==> src/rtl/dcache_pkg.sv <==
package dcache_pkg;

    // cache geometry, 1 KiB direct mapped
    localparam int line_bytes = 16;
    localparam int num_lines = 64;
    localparam int words_per_line = line_bytes / 4;

    // address split: tag | index | word | byte
    localparam int offset_w = $clog2(line_bytes);
    localparam int word_sel_w = $clog2(words_per_line);
    localparam int index_w = $clog2(num_lines);
    localparam int tag_w = 32 - index_w - offset_w;

    typedef enum logic [1:0] {
        size_byte = 2'd0,
        size_half = 2'd1,
        size_word = 2'd2
    } access_size_e;

    typedef enum logic [1:0] {
        lk_idle,       // waiting for an enable
        lk_respond,    // ready pulse
        lk_wait_miss   // parked until the line is in
    } lookup_state_e;

    typedef enum logic [1:0] {
        ms_idle,
        ms_writeback,
        ms_refill,
        ms_done
    } miss_state_e;

    typedef enum logic [1:0] {
        ap_idle,
        ap_setup,
        ap_access
    } apb_phase_e;

endpackage

==> src/rtl/apb_master.sv <==
module apb_master (
    input  logic        clk,
    input  logic        reset,
    input  logic        xfer_req,
    input  logic        xfer_write,
    input  logic [31:0] xfer_addr,
    input  logic [31:0] xfer_wdata,
    input  logic [31:0] prdata,
    input  logic        pready,
    output logic        xfer_done,
    output logic [31:0] xfer_rdata,
    output logic        psel,
    output logic        penable,
    output logic        pwrite,
    output logic [31:0] paddr,
    output logic [31:0] pwdata
);

    dcache_pkg::apb_phase_e phase;
    logic start;
    logic finish;

    // req is still high in the done cycle, so skip it there
    assign start  = (phase == dcache_pkg::ap_idle) && xfer_req && !xfer_done;
    assign finish = (phase == dcache_pkg::ap_access) && pready;

    always_ff @(posedge clk or posedge reset) begin
        if (reset) begin
            phase     <= dcache_pkg::ap_idle;
            psel      <= 1'b0;
            penable   <= 1'b0;
            xfer_done <= 1'b0;
        end else begin
            xfer_done <= finish;
            case (phase)
                dcache_pkg::ap_idle: begin
                    if (start) begin
                        psel  <= 1'b1;
                        phase <= dcache_pkg::ap_setup;
                    end
                end
                dcache_pkg::ap_setup: begin
                    penable <= 1'b1;
                    phase   <= dcache_pkg::ap_access;
                end
                default: begin
                    if (pready) begin  // wait states hold us here
                        psel    <= 1'b0;
                        penable <= 1'b0;
                        phase   <= dcache_pkg::ap_idle;
                    end
                end
            endcase
        end
    end

    always_ff @(posedge clk) begin
        if (start) begin
            pwrite <= xfer_write;
            paddr  <= {xfer_addr[31:2], 2'b00};
            pwdata <= xfer_wdata;
        end
        if (finish) begin
            xfer_rdata <= prdata;
        end
    end

    a_addr_stable: assert property (
        @(posedge clk) disable iff (reset)
        psel && penable |-> $stable(paddr) && $stable(pwrite)
    );

endmodule

==> config.mk <==
export PLATFORM = sky130hd
export DESIGN_NAME = apb_master
export DESIGN_NICKNAME = d
export VERILOG_FILES = /design/src/rtl/dcache_pkg.sv /design/src/rtl/apb_master.sv
export SDC_FILE = /design/constraint.sdc
export NUM_CORES = 1
export LEC_CHECK = 0
export BUFFER_PORTS_ARGS = -buffer_cell sky130_fd_sc_hd__buf_2
export CORE_MARGIN = 5
export CORE_UTILIZATION = 30
export CTS_BUF_LIST = sky130_fd_sc_hd__clkbuf_4 sky130_fd_sc_hd__clkbuf_8
export CTS_CLUSTER_SIZE = 12
export DETAILED_ROUTE_END_ITERATION = 7
export GPL_TIMING_DRIVEN = 0
export SYNTH_ARGS = -nofsm -noshare
export SYNTH_HDL_FRONTEND = slang
export SYNTH_SLANG_ARGS = --single-unit
==> constraint.sdc <==
create_clock -name clk -period 6.1 [get_ports clk]
set_clock_uncertainty 0.05 [all_clocks]
set_input_delay 0.915 -clock clk [delete_from_list [all_inputs] [get_ports clk]]
set_output_delay 0.915 -clock clk [all_outputs]
set_load 0.01 [all_outputs]
Word-level counts from Yosys, hierarchy flattened
Cells that the tools add are included.
Widths: inputs -> output; s select.
{ "totals": {"ff_bits": 100, "elab_cells": 31} }
{ "classes": {"n_eq_ne": 3, "mux": 7, "bitwise": 2, "reduce_logical": 11} }
{ "ops": {"columns": ["cell", "n"], "rows": [
  ["$mux 2", 2],
  ["$pmux 1 s2", 2],
  ["$pmux 2 s2", 1],
  ["$reduce_and 2->1", 2],
  ["$reduce_bool 2->1", 2],
  ["$logic_and 1x1->1", 3],
  ["$reduce_and 3->1", 1],
  ["$reduce_bool 3->1", 1],
  ["$eq 2x1->1 const B", 1],
  ["$eq 2x2->1 const B", 1],
  ["$logic_not 2->1", 1],
  ["$mux 1", 2],
  ["$ne 2x2->1 const B", 1],
  ["$not 1->1", 2],
  ["$logic_not 1->1", 1]
]} }

Logic depth before layout (Yosys ltp)
{ "depth": {"word_depth": 5, "depth_mapped": 2, "depth_no_buf": 2} }

Least setup slack after synthesis
Ideal clock, no wire load.
{ "synth_timing": {"path_kind": "input -> register", "from": "input port xfer_req", "to": "register paddr[10] (enable)", "setup_time_ns": 0.417, "t_arrival_ns": 2.629, "t_required_ns": 5.633, "setup_slack_ns": 3.004, "path_stages": 2, "cell_sequence": "or4b_4 > inv_1"} }
{ "synth_via": {"elab_chain_cells": 2} }
{ "synth_lines": {"columns": ["element", "line_no", "text"], "rows": [
  ["start, declared", "apb_master.sv:4", "input logic xfer_req,"],
  ["$logic_and 1x1->1 (2 in series)", "apb_master.sv:24", "assign start = (phase == dcache_pkg::ap_idle) && xfer_req && !xfer_done;"],
  ["named net start", "apb_master.sv:20", "logic start;"],
  ["end signal, assigned", "apb_master.sv:60", "paddr <= {xfer_addr[31:2], 2'b00};"],
  ["end, declared", "apb_master.sv:15", "output logic [31:0] paddr,"]
]} }
The timed path passes the listed nets, and every way through them passes these cells.
A chain may end at the register's enable or synchronous reset.

Worst setup path in the final report
{ "layout_timing": {"from": "input port xfer_req", "to": "register pwdata[18] (enable)"} }
{ "layout_via": {"elab_chain_cells": 2} }
{ "layout_lines": {"columns": ["element", "line_no", "text"], "rows": [
  ["$logic_and 1x1->1 (2 in series)", "apb_master.sv:24", null],
  ["named net start", "apb_master.sv:20", null],
  ["end signal, assigned", "apb_master.sv:61", "pwdata <= xfer_wdata;"],
  ["end, declared", "apb_master.sv:16", "output logic [31:0] pwdata"]
]} }
The timed path passes the listed nets, and every way through them passes these cells.

==> flow_summary.ini <==
[clock_tree]
cts_hold_buffers = 0
clkLatencyLatePin_ns = 0.35
cts_tree = built
cts_buffer_depth = 2
cts.sinks = 100
htreeDepth = 3
cts_root_buf = clkbuf_8
cts_buffers = 9
path_clk_slew_ns = 0.10
cts_resized = 0
postCtsSetupBuffers = 0

[floorplan]
start_util_pct = 30.3
fp.dieH_um = 111
design.die.area_sq_mm = 0.0124
num_rows = 37
pin_count = 201
core_sq_mm = 0.0101
die_w_um = 111

[global_route]
grt_max_degree = 48
gr-usage-met2_pct = 22.1
met3_usage_pct = 5.68
grt_pass1_vias = 1972
grt_usage_pct = 12.8
use_met1_pct = 13.5
busiest_layer = met2
grt-ovfl-total = 0
grt_pass1_wl_um = 11800
grt_antenna_before_repair = 0

[worst_setup_path]
crit_type = in -> reg
arrival_ns = 2.10
startpoint = xfer_req
path_max_fanout = 47
crit_required_ns = 6.09
timing.rr.start = phase[1]
crit_path_start_kind = primary input
end_kind = register

[synthesis]
ys.flop_type = edfxtp_1
yosysSeqAreaShare_pct = 96.9
synth_area_leader_cell = edfxtp_1
synth.distinct_cells = 12
synthCells = 116
ys_top_cells_by_area = edfxtp_1, dfrtp_1, buf_4, or4b_4, inv_1
synth_edf_count = 95
netlist.area_leader.share_pct = 92.8
yosysMostFrequentCell = edfxtp_1
netlist_area_sq_mm = 0.00307
synth_common_cells = edfxtp_1, dfrtp_1, inv_1, nand2_1
ys_warn_count = 0
postSynthAreaPerCell_sq_um = 26.5
ys_ff_latch = 100
synthArstFlopShare_pct = 5.00

[sta]
fin_setup_tns_ns = 0
worst_slew_margin_rel_pct = 40.9
hold_ws_ns = 0.389
fin_crit_sh_pct = 34.6
finalCriticalPeriod_ns = 2.11
setup_viol = 0
rsz0062_at_grt = false
worstMarginPinSlew_ns = 0.884
slew_violations = 0
timing.final.ws_setup_ns = 3.99
max_freq_ghz = 0.474
hold_viol = 0

[placed_design]
portBuffers = 196
hpwl_um = 6560
gp_congestion = 0.769
placed_area_sq_mm = 0.00426
placed_cells = 450
pre_cts_slack_ns = 3.62

[power_and_ir_drop]
powerDensity_mw_per_mm2 = 392
peakVddDrop_v = 0.000129
p_leak_nw = 1.88
power_mw = 1.74

[detailed_routing]
drt_iter0_markers = 96
ant_nets = 0
drt-vias-per-instance = 4.08
routed_wirelength_um = 8180
drc_errors = 0
wl_per_cell_um = 17.5
vias = 1902
drt-pass1-iter-count = 4

[final_layout]
drive_gt1_share_pct = 66.7
utilization_pct = 43.8
finalNetCount = 426
fin_cells = 466
postLayoutCellArea_sq_mm = 0.00444
n_antenna_cell = 0
area.growth.synth_to_final_pct = 44.6

[job]
max_cap_viol_count = 0

[hold_path]
hold_class = in -> async

[run_status]
status = finished, final reports clean
## metal layers
layer | vias up | wire length [um]
met5 | - | 0
met4 | 0 | 119
met3 | 8 | 859
met2 | 119 | 4230
met1 | 909 | 2970
li1 | 866 | -
## cells in the final DEF, fill, tap and decap left out
master / n
conb_1: 2
buf_12: 1
edfxtp_1: 95
inv_2: 1
nor2_1: 1
buf_4: 2
o21ai_2: 1
inv_6: 1
nand2_1: 3
a21bo_2: 1
clkinv_4: 3
or4b_4: 1
inv_1: 2
buf_2: 196
dfrtp_1: 5
clkbuf_8: 9
clkbuf_4: 1
inv_8: 2
nor2_4: 1
o21a_1: 1
o22ai_1: 1
## power breakdown
group	total, mW	internal [mW]	switching [mW]
sequential	0.983	0.939	0.0442
clock	0.401	0.163	0.239
combinational	0.358	0.132	0.226
## layout make-up
cell class | instances | area [sq um]
clock inverter | 6 | 57.6
multi-input combinational | 12 | 80.1
sequential | 100 | 2980
buffer | 2 | 15.0
clock buffer | 10 | 131
inverter | 3 | 11.3
timing repair buffer | 197 | 1000
tap | 136 | 170
fill | 922 | 5690
## worst max-delay path, stage by stage
cell and delay (ns):
buf_2 0.08, or4b_4 0.47, inv_2 0.31, buf_12 0.29
## sequential cells by signal, indices dropped and copies added, names as in the netlist
register / cells
xfer_done: 1
pwrite: 1
xfer_rdata: 32
psel: 1
pwdata: 32
penable: 1
paddr: 30
phase: 2
## logic make-up after synthesis
group | share of synthesized area, %
DFF | 96.9
buffers and inverters | 0.855
AOI/OAI and AO/OA | 1.06
and+or+nand+nor | 1.06
other | 0.122
## worst paths after layout
kind	to	slack [ns]	depth (start not counted)
worst max-delay path	pwdata[18]	3.99	4
max in group asynchronous	phase[1]	5.44	2
worst min register to register	psel	0.51	2
worst min-delay path	psel	0.39	2
min in group clk	psel	0.51	2
worst max register to register	pwdata[18]	4.07	3
Note: power is estimated with default switching activity, not from simulation.
