[config.mk]
export PLATFORM = sky130hd
export DESIGN_NAME = dcache_tag_store
export DESIGN_NICKNAME = d
export VERILOG_FILES = /design/src/rtl/dcache_pkg.sv /design/src/rtl/dcache_tag_store.sv
export SDC_FILE = /design/constraint.sdc
export NUM_CORES = 1
export LEC_CHECK = 0
export BUFFER_PORTS_ARGS = -buffer_cell sky130_fd_sc_hd__buf_2
export CORE_MARGIN = 5
export CORE_UTILIZATION = 30
export DETAILED_ROUTE_END_ITERATION = 10
export GPL_TIMING_DRIVEN = 0
export PLACE_DENSITY_LB_ADDON = 0.15
export SKIP_LAST_GASP = 1
export SYNTH_ARGS = -nofsm -noshare
export SYNTH_HDL_FRONTEND = slang
export SYNTH_SLANG_ARGS = --single-unit
[constraint.sdc]
create_clock -name clk -period 7.3 [get_ports clk]
set_input_delay 1.46 -clock clk [delete_from_list [all_inputs] [get_ports clk]]
set_output_delay 1.46 -clock clk [all_outputs]
set_load 0.1 [all_outputs]
[src/rtl/dcache_pkg.sv]
package dcache_pkg;

    // cache geometry, 1 KiB direct mapped
    localparam int line_bytes = 16;
    localparam int num_lines = 64;
    localparam int words_per_line = line_bytes / 4;

    // address split: tag | index | word | byte
    localparam int offset_w = $clog2(line_bytes);
    localparam int word_sel_w = $clog2(words_per_line);
    localparam int index_w = $clog2(num_lines);
    localparam int tag_w = 32 - index_w - offset_w;

    typedef enum logic [1:0] {
        size_byte = 2'd0,
        size_half = 2'd1,
        size_word = 2'd2
    } access_size_e;

    typedef enum logic [1:0] {
        lk_idle,       // waiting for an enable
        lk_respond,    // ready pulse
        lk_wait_miss   // parked until the line is in
    } lookup_state_e;

    typedef enum logic [1:0] {
        ms_idle,
        ms_writeback,
        ms_refill,
        ms_done
    } miss_state_e;

    typedef enum logic [1:0] {
        ap_idle,
        ap_setup,
        ap_access
    } apb_phase_e;

endpackage

[src/rtl/dcache_tag_store.sv]
module dcache_tag_store (
    input  logic                          clk,
    input  logic                          reset,
    input  logic [dcache_pkg::index_w-1:0] look_index,
    input  logic                          set_dirty,
    input  logic                          install,
    input  logic [dcache_pkg::index_w-1:0] install_index,
    input  logic [dcache_pkg::tag_w-1:0]   install_tag,
    output logic [dcache_pkg::tag_w-1:0]   look_tag,
    output logic                          look_valid,
    output logic                          look_dirty
);

    logic [dcache_pkg::tag_w-1:0] tag_mem [dcache_pkg::num_lines];
    logic [dcache_pkg::num_lines-1:0] valid_bits;
    logic [dcache_pkg::num_lines-1:0] dirty_bits;

    // combinational lookup port
    assign look_tag   = tag_mem[look_index];
    assign look_valid = valid_bits[look_index];
    assign look_dirty = dirty_bits[look_index];

    always_ff @(posedge clk or posedge reset) begin
        if (reset) begin
            valid_bits <= '0;
            dirty_bits <= '0;
        end else if (install) begin
            valid_bits[install_index] <= 1'b1;
            dirty_bits[install_index] <= 1'b0;  // fresh line is clean
        end else if (set_dirty) begin
            dirty_bits[look_index] <= 1'b1;
        end
    end

    always_ff @(posedge clk) begin
        if (install) begin
            tag_mem[install_index] <= install_tag;
        end
    end

    // lookup only writes while the miss controller is idle
    a_no_dirty_on_install: assert property (
        @(posedge clk) disable iff (reset) !(set_dirty && install)
    );

endmodule

# ---- Yosys cells after proc, flatten, opt, wreduce, memory -nomap -nowiden
# Memory sizes are Yosys's and may differ from the RTL's.
# Index checks and enable logic that the tools add are counted.
dict set report word_totals {
  mem_count 1
  wordCells 26
  inputBits 38
  regBits 128
  ram_bits 1408
  output_inout_bits 24
}
dict set report op_classes {
  order_cmp 4
  muxes 12
  n_bitwise 4
  reduce_logical 3
}
# memory depth width rd rd_clocked_by_memory_dff wr line
set memory_table {}
lappend memory_table {tag_mem 64 22 1 0 1 dcache_tag_store.sv:14} ;# logic [dcache_pkg::tag_w-1:0] tag_mem [dcache_pkg::num_lines];
# operator count
set ops {}
lappend ops {{$mux 64} 2}
lappend ops {{$or 64x64->64} 2}
lappend ops {{$and 64x64->64} 1}
lappend ops {{$not 64->64} 1}
lappend ops {{$lt 6x7->1 const B} 2}
lappend ops {{$bmux 1 s6} 2}
lappend ops {{$demux 1 s6} 2}
lappend ops {{$ge 6x1->1 const B} 2}
lappend ops {{$mux 1} 6}
lappend ops {{$logic_and 1x1->1} 2}
lappend ops {{$reduce_bool 2->1} 1}

# ---- Depth between registers and ports, before layout
dict set report depth {
  depth_word 7
  mapped_depth 12
  depth_no_buf 6
}

# ---- Worst setup path after synthesis
# OpenSTA, ideal clock, no wires.
dict set report synth_timing {
  kind {input -> output}
  start {input port look_index[2] in the netlist's numbering}
  end {output port look_dirty}
  n_path_buf 5
  required_ns 5.840
  stages 10
  t_arrival_ns 4.041
  path_slack_ns 1.799
  path_cell_list {buf_6 > buf_6 > buf_2 > buf_2 > buf_2 > mux4_2 > mux2i_1 > o22ai_1 > a211oi_1 > nand4_1}
}
dict set report synth_via {
  elab_chain_len 2
}
# element line
set synth_lines {}
lappend synth_lines {{from (decl)} dcache_tag_store.sv:4} ;# input logic [dcache_pkg::index_w-1:0] look_index,
lappend synth_lines {{$bmux 1 s6} dcache_tag_store.sv:21} ;# assign look_dirty = dirty_bits[look_index];
lappend synth_lines {{$mux 1 (implied by the code)} dcache_tag_store.sv:21}
lappend synth_lines {{to (decl)} dcache_tag_store.sv:11} ;# output logic look_dirty
# No other way between the ends. The select of a mux whose other input is x is not followed.

# ---- Worst setup path after layout
dict set report layout_timing {
  start {input port look_index[2] in the netlist's numbering}
  end {output port look_valid}
}
dict set report layout_via {
  elab_chain_len 2
}
# element line
set layout_lines {}
lappend layout_lines {{$bmux 1 s6} dcache_tag_store.sv:20} ;# assign look_valid = valid_bits[look_index];
lappend layout_lines {{$mux 1 (implied by the code)} dcache_tag_store.sv:20}
lappend layout_lines {{to (decl)} dcache_tag_store.sv:10} ;# output logic look_valid,
# No other way between the ends. The select of a mux whose other input is x is not followed.

==> summary.md <==
| Metric | Value |
|---|---|
| Core Region | 200000 um2 |
| Hold WC Path Type | register to register |
| Initial Utilization | 0.301 |
| Hold slack | 461 ps |
| Via count | 34907 |
| Distinct cell type count after synthesis | 58 |
| Largest cells by area after synthesis | edfxtp_1 (70%), dfrtp_1 (5.3%), mux4_2 (3.7%) |
| Commonest cells in the netlist | edfxtp_1 (1408), nand2_1 (193), o21ai_0 (164) |
| Rows | 164 |
| Remaining DRCs | 0 |
| CP max-delay cell | buf_2 |
| Layout area overhead | 17.8% |
| Die Wd | 458 um |
| WP data required | 5840 ps |
| CTS clock-pin slew for the worst setup and hold paths | 50 ps |
| Critical Path Source Type | primary input |
| # H-tree levels | 4 |
| Peak VDD IR | 0.221 mV |
| Ys async rst share | 0.0833 |
| Hold Buf Count CTS | 0 |
| Vias/cell | 5.33 |
| Initial antenna violation count | 29 |
| Layout cells sized above 1 | 0.216 |
| Max-cap violations | 1 |
| Clock tree root driver cell | clkbuf_16 |
| CP max FO | 10 |
| Seq/Total Area, Yosys | 0.756 |
| Area leader, netlist | edfxtp_1 |
| CP arrival | 5870 ps |
| Worst setup EP type | primary output |
| Max Freq | 136 MHz |
| Most frequent cell after synthesis | edfxtp_1 |
| Status | complete, but fails checks |
| Port bufs | 57 |
| Leak pwr | 23.2 nW |
| Syn nets | 3453 |
| First-pass iteration count of the detailed router | 6 |
| EDFF count, synth | 1408 |
| First-pass GRT wire length | 302000 um |
| Grt ovf | 0 |
| Vias in the first global route | 34401 |
| Hold Vio Cnt, Final | 0 |
| Die Height | 458 um |
| Fillers | 18846 |
| Layout Nets | 3743 |
| Yosys warns | 0 |
| Final period utilization | 1.00 |
| Routed WL | 224000 um |
| Post-DRT Antenna Nets | 0 |
| Post-synth top area share | 0.703 |
| Register area | 45500 um2 |
| Tot GR Track Use | 0.209 |
| Gate Count Post-Synth | 3415 |
| Setup TNS | -34.4 ps |
| RSZ-0062 raised after global routing | no |
| Post-layout worst setup margin | -34.4 ps |
| CTS tree | yes |
| Max_slew headroom | -0.0150 |
| I/O pin count | 62 |
| PD cells | 278 nW/um2 |
| Post-DP HPWL | 151000 um |
| Cell area after synthesis | 60200 um2 |
| Clock buffer depth | 3 |
| CTS sink count | 1536 |
| Placer Congestion | 0.965 |
| Worst path most repeated cell | buf_2 |
| Synth Flop Type | edfxtp_1 |
| Clk_lat worst skew | 830 ps |
| Yosys reg bits | 1536 |
| Endpoints failing setup | 1 |
| Die area | 210000 um2 |
| Pin count of the biggest net entering global routing | 74 |
| Multi-input gate area | 13600 um2 |
| Slew at the pin with the worst max-slew slack | 1510 ps |
| Num CTS Buffers | 171 |
| Mean post-synth cell area | 17.6 um2 |
| Wirelength per Cell | 34.3 um |
| Final Max Slew Viols | 4 |
| Tmin final | 7330 ps |
| Starting DRC count in detailed routing | 3901 |
| Clock skew | 0 ps |
| Crit Path Class | primary input to primary output |
| Crit-path max cell delay | 550 ps |
| Worst-path cell chain | buf_6, buf_6, buf_2, buf_2, buf_2, mux4_2, a22oi_1, o21ai_0, nor3_1, nand4_1, buf_2 |
| Violated checks | capacitance limit, slew limit, setup timing |
[metal layers]
| metal | up-vias | global-route usage | wire length (um) |
|---|---|---|---|
| li1 | 14528 | - | - |
| met1 | 18614 | 0.281 | 94600 |
| met2 | 1374 | 0.329 | 104000 |
| met3 | 389 | 0.0416 | 14500 |
| met4 | 2 | 0.0931 | 11000 |
| met5 | - | 0 | 15 |
[path summary, 6_finish.rpt]
path	start	to	slack, ps	cells after the start
max reg2reg	valid_bits[31]	valid_bits[31]	6490	1
min	valid_bits[33]	valid_bits[33]	460	1
min reg2reg	valid_bits[33]	valid_bits[33]	460	1
max	look_index[2]	look_valid	-30	11
max in group asynchronous	reset	valid_bits[46]	5650	3
min in group asynchronous	reset	valid_bits[6]	790	2
[report_power, final]
part | total, W | internal (W) | switching [W] | leakage, nW
Sequential | 0.00985 | 0.00978 | 0.0000689 | 14.3
Clock | 0.00830 | 0.00466 | 0.00363 | 2.58
Combinational | 0.00157 | 0.000433 | 0.00114 | 6.27
Total | 0.0197 | 0.0149 | 0.00484 | 23.2
[placed cells by master, fill, tap and decap left out, types with 44 or more instances in the layout]
cell type	instances
edfxtp_1	1408
nand2_1	193
clkbuf_16	173
o21ai_0	156
mux2_2	156
a221oi_1	149
clkbuf_1	144
mux2i_1	135
dfrtp_1	128
a21oi_1	123
buf_2	114
a22oi_1	111
mux4_2	99
o22ai_1	70
or2_2	47
diode_2	46
nor2_1	44
[cell families (layout without fill, tap and decap cells)]
group	count (synthesis)	count (layout)	synth area share
flip-flops	1536	1536	0.756
AO/OA/AOI/OAI	756	756	0.0866
AND/OR/NAND/NOR	450	450	0.0351
multiplexers	415	415	0.0996
buffers and inverters	258	685	0.0227
other	0	46	0
[critical path: cells and delay by family]
family                 cells  cell delay [ps]
buffers and inverters      6             2370
AND/OR/NAND/NOR            2              960
AO/OA/AOI/OAI              2              630
multiplexers               1              390
[flip-flops by register name (all words and copies together) (netlist names)]
name        cells
valid_bits     64
tag_mem      1408
dirty_bits     64
[final cells by class]
type | instances | share of cell area
Antenna cell | 46 | 0.00162
Tap cell | 2656 | 0.0469
Timing Repair Buffer | 117 | 0.0233
Sequential cell | 1536 | 0.642
Clock inverter | 81 | 0.00918
Buffer | 232 | 0.0179
Multi-Input combinational cell | 1621 | 0.193
Inverter | 26 | 0.00145
Clock buffer | 229 | 0.0652
[stage by stage]
step / instance area [um2] / std cells / setup WS (ps) / util / power, W
floorplan: 60200 / 3415 / 1800 / - / 0.0108
global placement: 63800 / 6128 / -454 / 0.319 / 0.0115
detailed placement: 65500 / 6187 / -408 / 0.328 / 0.0116
CTS: 70700 / 6497 / 68.1 / 0.354 / 0.0199
global route: 70900 / 6540 / 41.0 / 0.355 / 0.0203
finish: 70900 / 6544 / -34.4 / 0.355 / 0.0197
[repair_timing]
item | in CTS | in global routing
setup buffers | 0 | 0
resized for setup | 4 | 0
endpoints found under the setup margin | 4 | 0
endpoints found under the hold margin | 0 | 0
No activity file was read; power rests on OpenSTA's default activity.
