`config.mk`:
```
export PLATFORM = sky130hd
export DESIGN_NAME = dcache_miss_ctrl
export DESIGN_NICKNAME = d
export VERILOG_FILES = /design/src/rtl/dcache_pkg.sv /design/src/rtl/dcache_miss_ctrl.sv
export SDC_FILE = /design/constraint.sdc
export NUM_CORES = 1
export LEC_CHECK = 0
export ABC_CLOCK_PERIOD_IN_PS = 2200
export BUFFER_PORTS_ARGS = -buffer_cell sky130_fd_sc_hd__buf_2
export CORE_AREA = 4 4 101 103
export DETAILED_ROUTE_END_ITERATION = 8
export DIE_AREA = 0 0 105 107
export PLACE_DENSITY = 0.63
export SLEW_MARGIN = 20
export SYNTH_ARGS = -nofsm -noshare
export SYNTH_HDL_FRONTEND = slang
export SYNTH_SLANG_ARGS = --single-unit
```
`constraint.sdc`:
```
create_clock -name clk -period 2.2 [get_ports clk]
set_clock_uncertainty 0.2 [all_clocks]
set_input_delay 0.22 -clock clk [delete_from_list [all_inputs] [get_ports clk]]
set_output_delay 0.22 -clock clk [all_outputs]
set_load 0.03 [all_outputs]
```
`src/rtl/dcache_pkg.sv`:
```
package dcache_pkg;

    // cache geometry, 1 KiB direct mapped
    localparam int line_bytes = 16;
    localparam int num_lines = 64;
    localparam int words_per_line = line_bytes / 4;

    // address split: tag | index | word | byte
    localparam int offset_w = $clog2(line_bytes);
    localparam int word_sel_w = $clog2(words_per_line);
    localparam int index_w = $clog2(num_lines);
    localparam int tag_w = 32 - index_w - offset_w;

    typedef enum logic [1:0] {
        size_byte = 2'd0,
        size_half = 2'd1,
        size_word = 2'd2
    } access_size_e;

    typedef enum logic [1:0] {
        lk_idle,       // waiting for an enable
        lk_respond,    // ready pulse
        lk_wait_miss   // parked until the line is in
    } lookup_state_e;

    typedef enum logic [1:0] {
        ms_idle,
        ms_writeback,
        ms_refill,
        ms_done
    } miss_state_e;

    typedef enum logic [1:0] {
        ap_idle,
        ap_setup,
        ap_access
    } apb_phase_e;

endpackage

```
`src/rtl/dcache_miss_ctrl.sv`:
```
module dcache_miss_ctrl (
    input  logic                             clk,
    input  logic                             reset,
    input  logic                             miss_req,
    input  logic [dcache_pkg::index_w-1:0]    miss_index,
    input  logic [dcache_pkg::tag_w-1:0]      miss_tag,
    input  logic [dcache_pkg::tag_w-1:0]      victim_tag,
    input  logic                             victim_dirty,
    input  logic [31:0]                      victim_rdata,
    input  logic                             xfer_done,
    input  logic [31:0]                      xfer_rdata,
    output logic                             miss_done,
    output logic [dcache_pkg::index_w-1:0]    victim_index,
    output logic [dcache_pkg::word_sel_w-1:0] victim_word,
    output logic                             refill_we,
    output logic [dcache_pkg::index_w-1:0]    refill_index,
    output logic [dcache_pkg::word_sel_w-1:0] refill_word,
    output logic [31:0]                      refill_wdata,
    output logic                             install,
    output logic [dcache_pkg::index_w-1:0]    install_index,
    output logic [dcache_pkg::tag_w-1:0]      install_tag,
    output logic                             xfer_req,
    output logic                             xfer_write,
    output logic [31:0]                      xfer_addr,
    output logic [31:0]                      xfer_wdata
);

    dcache_pkg::miss_state_e state;
    logic [dcache_pkg::word_sel_w-1:0] word_cnt;
    logic last_word;

    assign last_word = (word_cnt == dcache_pkg::words_per_line - 1);

    // victim words leave in order
    assign victim_index = miss_index;
    assign victim_word  = word_cnt;
    assign xfer_write   = (state == dcache_pkg::ms_writeback);
    assign xfer_wdata   = victim_rdata;
    assign xfer_addr    = xfer_write ? {victim_tag, miss_index, word_cnt, 2'b00}
                                     : {miss_tag, miss_index, word_cnt, 2'b00};

    // refill words go straight into the array as they arrive
    assign refill_we    = (state == dcache_pkg::ms_refill) && xfer_done;
    assign refill_index = miss_index;
    assign refill_word  = word_cnt;
    assign refill_wdata = xfer_rdata;

    assign install       = (state == dcache_pkg::ms_done);
    assign install_index = miss_index;
    assign install_tag   = miss_tag;

    always_ff @(posedge clk or posedge reset) begin
        if (reset) begin
            state     <= dcache_pkg::ms_idle;
            word_cnt  <= '0;
            xfer_req  <= 1'b0;
            miss_done <= 1'b0;
        end else begin
            miss_done <= 1'b0;
            case (state)
                dcache_pkg::ms_idle: begin
                    // miss_req is still up during the done pulse
                    if (miss_req && !miss_done) begin
                        word_cnt <= '0;
                        xfer_req <= 1'b1;
                        state    <= victim_dirty ? dcache_pkg::ms_writeback
                                                 : dcache_pkg::ms_refill;
                    end
                end
                dcache_pkg::ms_writeback: begin
                    if (xfer_done) begin
                        word_cnt <= word_cnt + 1'b1;  // wraps to 0 for refill
                        if (last_word) begin
                            state <= dcache_pkg::ms_refill;
                        end
                    end
                end
                dcache_pkg::ms_refill: begin
                    if (xfer_done) begin
                        word_cnt <= word_cnt + 1'b1;
                        if (last_word) begin
                            xfer_req <= 1'b0;
                            state    <= dcache_pkg::ms_done;
                        end
                    end
                end
                default: begin
                    miss_done <= 1'b1;  // tag written at this edge
                    state     <= dcache_pkg::ms_idle;
                end
            endcase
        end
    end

endmodule

```
---- After elaboration in Yosys (flattened, before gate mapping) ----
Index checks and enable logic that the tools add are counted.
storage, ports and cells
  input port bits ......................... 119
  logic and storage cells ................. 42
  bits in registers ....................... 6
operators by class
  reduce and logical (&&, ||, !) cells .... 11
  $add $sub $neg .......................... 1
  equal/unequal tests ..................... 10
  mux-type cells .......................... 16
operators with widths
  operator               count
  $mux W32               1
  $mux W2                8
  $ne A2 B2 Y1 const B   4
  $eq A2 B2 Y1 const B   3
  $pmux W2 S3            1
  $reduce_and A5 Y1      1
  $mux W1                4
  $ne A2 B1 Y1 const B   2
  $pmux W2 S2            1
  $reduce_and A4 Y1      1
  $reduce_bool A2 Y1     2
  $reduce_and A3 Y1      1
  $reduce_or A3 Y1       1
  $add A2 B1 Y2 const B  1
  $eq A2 B1 Y1 const B   1
  $logic_and A1 B1 Y1    2
  $logic_not A2 Y1       1
  $pmux W1 S2            1
  $reduce_or A2 Y1       1
  $logic_not A1 Y1       1

---- Depth between registers and ports, before layout ----
Gate-level depths: netlist of the first run.
  depth after elaboration ................. 4
  depth in mapped cells ................... 6

---- Worst setup path after synthesis of the first run ----
No wires, ideal clock.
  kind .................................... register to output
  from .................................... register state[1]
  to ...................................... output port xfer_addr[10]
  stages on the path, launching flop included .. 5
  setup slack ............................. 0.152 ns
  path buffers ............................ 1
  required time ........................... 1.780 ns
  data arrival time ....................... 1.628 ns
  cell sequence ........................... dfrtp_1 > inv_1 > ha_1 > buf_2 > mux2_2
on the way
  longest elaborated chain between the ends .. 2
RTL lines
  what                    RTL line                RTL
  start, declared         dcache_miss_ctrl.sv:28  dcache_pkg::miss_state_e state;
  start signal, assigned  dcache_miss_ctrl.sv:54  state <= dcache_pkg::ms_idle;
  start signal, assigned  dcache_miss_ctrl.sv:66  state <= victim_dirty ? dcache_pkg::ms_writeback
  start signal, assigned  dcache_miss_ctrl.sv:74  state <= dcache_pkg::ms_refill;
  $eq A2 B1 Y1            dcache_miss_ctrl.sv:37  assign xfer_write = (state == dcache_pkg::ms_writeback);
  named net xfer_write    dcache_miss_ctrl.sv:23  output logic xfer_write,
  $mux W32                dcache_miss_ctrl.sv:39  assign xfer_addr = xfer_write ? {victim_tag, miss_index, word_cnt, 2'b00}
  end, declared           dcache_miss_ctrl.sv:24  output logic [31:0] xfer_addr,
The timed path passes the listed nets, and every way through them passes these cells.

---- Worst setup path in the final report of the first run ----
  from .................................... register state[1]
  to ...................................... output port xfer_addr[26]
on the way
  longest elaborated chain between the ends .. 2
RTL lines
  what          RTL line
  $eq A2 B1 Y1  dcache_miss_ctrl.sv:37
  $mux W32      dcache_miss_ctrl.sv:39
Every way passes these cells.

==> results.py, run 1 <==
metrics = {
    "detailed_routing": {
        "drt-initial-drc-count": 24,
        "drc": 0,
        "drtAntennaViolNets": 0,
        "drt_pass1_iterations": 4,
        "vias": 1040,
        "viasPerCell": 3.59,
        "drt_wl_total_um": 4100,
        "post_drt_wl_per_cell_um": 14.1,
    },
    "power": {
        "seq_power_share_pct": 12.5,
        "intPower_w": 0.000866,
        "power_density_nw_per_um2": 1260,
        "power_leakage_nw": 0.787,
        "p_sw_w": 0.000981,
        "ir_drop_v": 0.000260,
        "p_clk_share_pct": 9.0,
        "combPwrFrac_pct": 78.5,
        "swShare_pct": 53.1,
    },
    "placed_design": {
        "routabilityCongestion": 0.731,
        "hpwl_um": 3350,
        "numPortBuffers": 103,
    },
    "setup_path": {
        "rr_worst_depth": 5,
        "cp_slowest_stage_delay_ps": 440,
        "r2r_start": "state[0]",
        "path_depth": 5,
        "startpoint_type": "flop",
        "cp-end-kind": "primary output",
        "worst-path-buf-inv": 3,
        "crit_type": "reg2out",
        "cp_slowest_cell": "dfrtp_1",
        "reg2reg_slack_ps": 130,
        "worstPathRequired_ps": 1780,
        "path_cells": "inv_2 -> ha_4 -> buf_12 -> mux2_1 -> buf_2",
        "critPathArrivalTime_ps": 1680,
        "r2r-end": "state[1]",
        "crit_fanout": 12,
        "cp_top_family": "buffers and inverters",
        "startpoint": "state[1]",
        "crit_path_end": "xfer_addr[26]",
    },
    "finish": {
        "layout.nets": 306,
        "drive_gt1_share_pct": 74.9,
        "areaGrowthSynthToFinish_pct": -7.21,
        "diodes": 0,
    },
    "global_route": {
        "grt_pass1_wl_um": 5510,
        "grt_max_degree": 24,
        "gr-max-usage-layer": "met2",
        "met1_usage_pct": 6.63,
        "grtUsageTotal_pct": 6.04,
        "grt_pass1_vias": 1055,
        "antenna_found_initial": 0,
        "overflow": 0,
        "use_met3_pct": 3.13,
        "grt_use_met2_pct": 9.07,
    },
    "floorplanning": {
        "core_area_um2": 9200,
        "start_util_pct": 17.2,
        "dieArea_um2": 11200,
        "row_count": 35,
        "die_y_um": 107,
        "num_io_pins": 264,
        "die_w_um": 105,
    },
    "timing": {
        "post-route-period-util_pct": 95.5,
        "fmax_mhz": 476,
        "tns_ps": 0,
        "drv_slew": 0,
        "holdWs_ps": 162,
        "hold_viol_final": 0,
        "fin_crit_ps": 2100,
        "rsz0062_at_grt": "no",
        "setup_violations": 0,
    },
    "yosys": {
        "synth_top_area_share_pct": 55.2,
        "async_flop_share_pct": 100,
        "synth_top_cells_by_area": "buf_4, mux2_2, dfrtp_1, ha_1, o41ai_1",
        "syn_area_um2": 1580,
        "synth_top_area_cell": "buf_4",
        "synth_cell_types": 29,
        "ys_warn_count": 0,
        "synth_ff_type": "dfrtp_1",
        "synthCells": 187,
        "syn_area_per_cell_um2": 8.44,
        "synth-seq-area-share_pct": 9.51,
        "ys_ff_latch": 6,
        "synth_edf_count": 0,
    },
    "hold_path": {
        "worst_hold_path_type": "in2reg",
    },
    "clock_network": {
        "cts_buffer_depth": 2,
        "root_buffer": "clkbuf_8",
        "clock_latency_ps": 220,
        "cts.sinks": 6,
        "cts_buffers": 3,
        "h-tree-depth": 1,
        "clkTransAtPathRegs_ps": 30,
        "cts_tree": "done",
    },
    "run_status": {
        "status": "complete, no violations",
    },
    "flow_run": {
        "cap_violations": 0,
    },
}
==> layout make-up <==
cell class                      instances  area [um2]
Tap cell                              111         139
Inverter                                5        18.8
Sequential cell                         6         150
Multi-Input combinational cell         59         546
Timing Repair Buffer                  106         571
Fill cell                            1056        7730
Clock buffer                            3        41.3
==> flip-flops by register name, indices dropped and copies added (netlist names) <==
register and flops:
miss_done 1, refill_word 2, state 2, xfer_req 1
==> metal layers <==
| layer | vias up | part of all wire, % |
|---|---|---|
| met2 | 93 | 48 |
| met1 | 442 | 34 |
| li1 | 476 | - |
| met4 | 0 | 5.7 |
| met3 | 29 | 13 |
| met5 | - | 0 |
==> worst min-delay path: stages <==
cell     delay (ps)
buf_2           110
a21oi_1         130
o31ai_1          80
==> Yosys cell counts (2+ instances only) <==
| cell type | count |
|---|---|
| buf_2 | 2 |
| nor2_1 | 4 |
| mux2_1 | 2 |
| inv_1 | 5 |
| ha_1 | 6 |
| dfrtp_1 | 6 |
| o41ai_1 | 3 |
| mux2_2 | 20 |
| buf_4 | 116 |
| a21o_1 | 2 |
| a21oi_1 | 3 |
==> per-stage QoR <==
stage	instances	cell area (um2)	utilization, %	total power [W]	setup slack [ps]
final	290	1470	15.9	0.00185	99.7
after global routing	290	1470	15.9	0.00199	31.2
after CTS	289	1430	15.5	0.00180	3.27
after detailed placement	285	1380	15.0	0.00162	187
after global placement	285	1380	15.0	0.00160	243
after floorplan	188	1580	-	0.00161	152
==> worst min-delay path by stage <==
stage	start	end	slack (ps)	cells after the start
5_1_grt	victim_dirty	state[0]	170	3
3_3_place_gp	reset	xfer_req	-50	2
3_5_place_dp	reset	xfer_req	-40	2
2_1_floorplan	reset	miss_done	-190	1
6_report	victim_dirty	state[0]	160	3
4_1_cts	victim_dirty	state[0]	170	3
==> placed cells by master, fill, tap and decap left out, drive strengths merged <==
master	count
buf	104
dfrtp	6
and2b	1
and2	2
o31ai	1
a211oi	1
clkbuf	4
or3	1
inv	5
conb	2
nand2b	2
mux2	23
o41ai	3
dlygate4sd3	1
nand3	1
a211o	1
o21ai	2
a21boi	1
nor2	4
nor2b	1
nand2	1
a21oi	3
a21o	2
ha	6
and3	1
==> power groups by stage <==
| stage | clock network [W] | registers (W) | logic, W |
|---|---|---|---|
| 4_1_cts | 0.000169 | 0.000226 | 0.00140 |
| 3_3_place_gp | 0 | 0.000224 | 0.00138 |
| 3_5_place_dp | 0 | 0.000227 | 0.00140 |
| 6_report | 0.000165 | 0.000231 | 0.00145 |
| 2_1_floorplan | 0 | 0.000279 | 0.00133 |
| 5_1_grt | 0.000177 | 0.000243 | 0.00157 |
==> kinds of logic (layout without fill, tap and decap cells) <==
kind of cell    count (synthesis)  after routing  synth area share (%)
compound gates                 14             14                  6.18
other cells                     1              2                 0.237
buf+inv                       123            114                  57.0
mux                            23             23                  16.6
fa+ha+maj                       6              6                  4.75
simple gates                   14             14                  5.71
flops                           6              6                  9.51
==> what timing repair did <==
action,4_1_cts,5_1_grt
setup buffers,0,0
gates resized for setup,0,3
endpoints found under the setup margin,0,20
endpoints found under the hold margin,6,0
hold buffers,1,0
No activity file was read; power rests on OpenSTA's default activity.
==> run 2: changes to the inputs <==
REMOVE_ABC_BUFFERS = 1   (was unset)
==> results.py, run 2 (synthesis gave the netlist of run 1 again) <==
metrics = {
    "detailed_routing": {
        "drt-initial-drc-count": 78,
        "drt_wl_total_um": 9770,
        "viasPerCell": 4.12,
        "drtAntennaViolNets": 0,
        "routed.top_layer": "met5",
        "post_drt_wl_per_cell_um": 33.6,
        "drc": 0,
        "met2_length_um": 4280,
        "drt_pass1_iterations": 4,
        "m1WireLength_um": 2110,
        "dr_wl_met3_um": 3080,
        "vias": 1199,
    },
    "global_route": {
        "overflow": 0,
        "grtUsageTotal_pct": 15.5,
        "grt_pass1_wl_um": 11400,
        "antenna_found_initial": 1,
        "grt_max_degree": 19,
        "grt_pass1_vias": 1088,
    },
    "placed_design": {
        "numPortBuffers": 103,
        "routabilityCongestion": 0.807,
        "hpwl_um": 9070,
    },
    "finish": {
        "multi_input_area_um2": 536,
        "drive_gt1_share_pct": 75.0,
        "layout.nets": 307,
        "diodes": 0,
        "seq_area_um2": 151,
        "layout_common_cells": "buf_2, mux2_2, inv_1, ha_1, dfrtp_1",
        "fill_cells": 1062,
        "layout_commonest_cell": "buf_2",
        "areaGrowthSynthToFinish_pct": -8.72,
    },
    "timing": {
        "tns_ps": 0,
        "hold_viol_final": 0,
        "post-route-period-util_pct": 96.2,
        "setup_violations": 0,
        "drv_slew": 0,
        "fin_crit_ps": 2120,
        "fmax_mhz": 473,
    },
    "floorplanning": {
        "die_w_um": 105,
        "dieArea_um2": 11200,
        "die_y_um": 107,
        "core_area_um2": 9200,
        "start_util_pct": 17.2,
        "num_io_pins": 264,
        "row_count": 35,
    },
    "setup_path": {
        "crit_fanout": 18,
        "worst-path-buf-inv": 3,
        "cp-end-kind": "primary output",
        "critPathArrivalTime_ps": 1700,
        "startpoint_type": "flop",
        "cp_top_family": "buffers and inverters",
        "crit_type": "reg2out",
        "reg2reg_slack_ps": 190,
        "path_cells": "inv_1 -> ha_2 -> buf_8 -> mux2_2 -> buf_2",
        "cp_slowest_cell": "dfrtp_2",
        "cp_slowest_stage_delay_ps": 440,
        "worstPathRequired_ps": 1780,
    },
    "clock_network": {
        "cts_tree": "done",
        "cts_buffers": 3,
        "clkTransAtPathRegs_ps": 40,
        "root_buffer": "clkbuf_8",
        "cts.sinks": 6,
        "h-tree-depth": 1,
        "cts_buffer_depth": 2,
        "clock_latency_ps": 220,
    },
    "power": {
        "power_density_nw_per_um2": 1260,
        "ir_drop_v": 0.000254,
        "finalPower_w": 0.00182,
        "power_leakage_nw": 0.783,
    },
    "run_status": {
        "status": "complete, no violations",
    },
    "hold_path": {
        "worst_hold_path_type": "in2reg",
    },
    "flow_run": {
        "cap_violations": 0,
    },
}
-- run 2: changes by cell type in the layout (fill, tap and decap cells not counted), sizes merged --
cell / before / now
buf: 104 / 106
clkbuf: 4 / 3
-- run 2: path summary, 6_finish.rpt --
check	startpoint	end	cells past startpoint
worst max register to register	state[0]	state[1]	6
worst min register to register	xfer_req	xfer_req	2
worst max-delay path	state[1]	xfer_addr[29]	5
worst min-delay path	victim_dirty	state[0]	3
max in group asynchronous	reset	state[1]	3
min in group asynchronous	reset	state[0]	3
-- run 2: metal layers --
metal / up-vias / track usage, %
met3: 16 / 24.4
li1: 474 / -
met2: 187 / 22.6
met4: 8 / 2.06
met5: - / 12.9
met1: 514 / 9.86
-- run 2: area by class of cell --
type | count | share of cell area, %
Timing Repair Buffer | 107 | 38.5
Tap cell | 111 | 9.64
Inverter | 5 | 1.30
Clock buffer | 3 | 2.86
Sequential cell | 6 | 10.5
Multi-Input combinational cell | 59 | 37.2
-- run 2: worst register-to-register path: stages, from the launching register on --
cell and delay [ps]:
dfrtp_1 410, inv_1 100, ha_1 210, nor2b_1 150, a21o_1 170, or3_4 350, mux2_4 300
-- run 2: power by group --
group          switching, W  internal, W  total (W)
logic              0.000863     0.000553    0.00142
clock network     0.0000553     0.000118   0.000174
registers         0.0000652     0.000167   0.000233
total              0.000983     0.000839    0.00182
-- run 2: timing repair --
action | 4_1_cts | 5_1_grt
setup endpoints to repair | 17 | 17
endpoints found under the hold margin | 6 | 0
hold buffers | 1 | 0
resized for setup | 1 | 3
setup buffers | 0 | 0
-- run 2: stage by stage --
stage          hold slack [ps]  cell area (um2)  util (%)  instances  setup WS (ps)
4_1_cts                    188             1430      15.6        291           13.9
2_1_floorplan             -189              702         -         70           -192
3_5_place_dp             -28.9             1380      15.0        287            213
5_1_grt                    215             1440      15.7        291          -4.73
3_3_place_gp             -40.9             1380      15.0        287            251
6_report                   195             1440      15.7        291           83.9
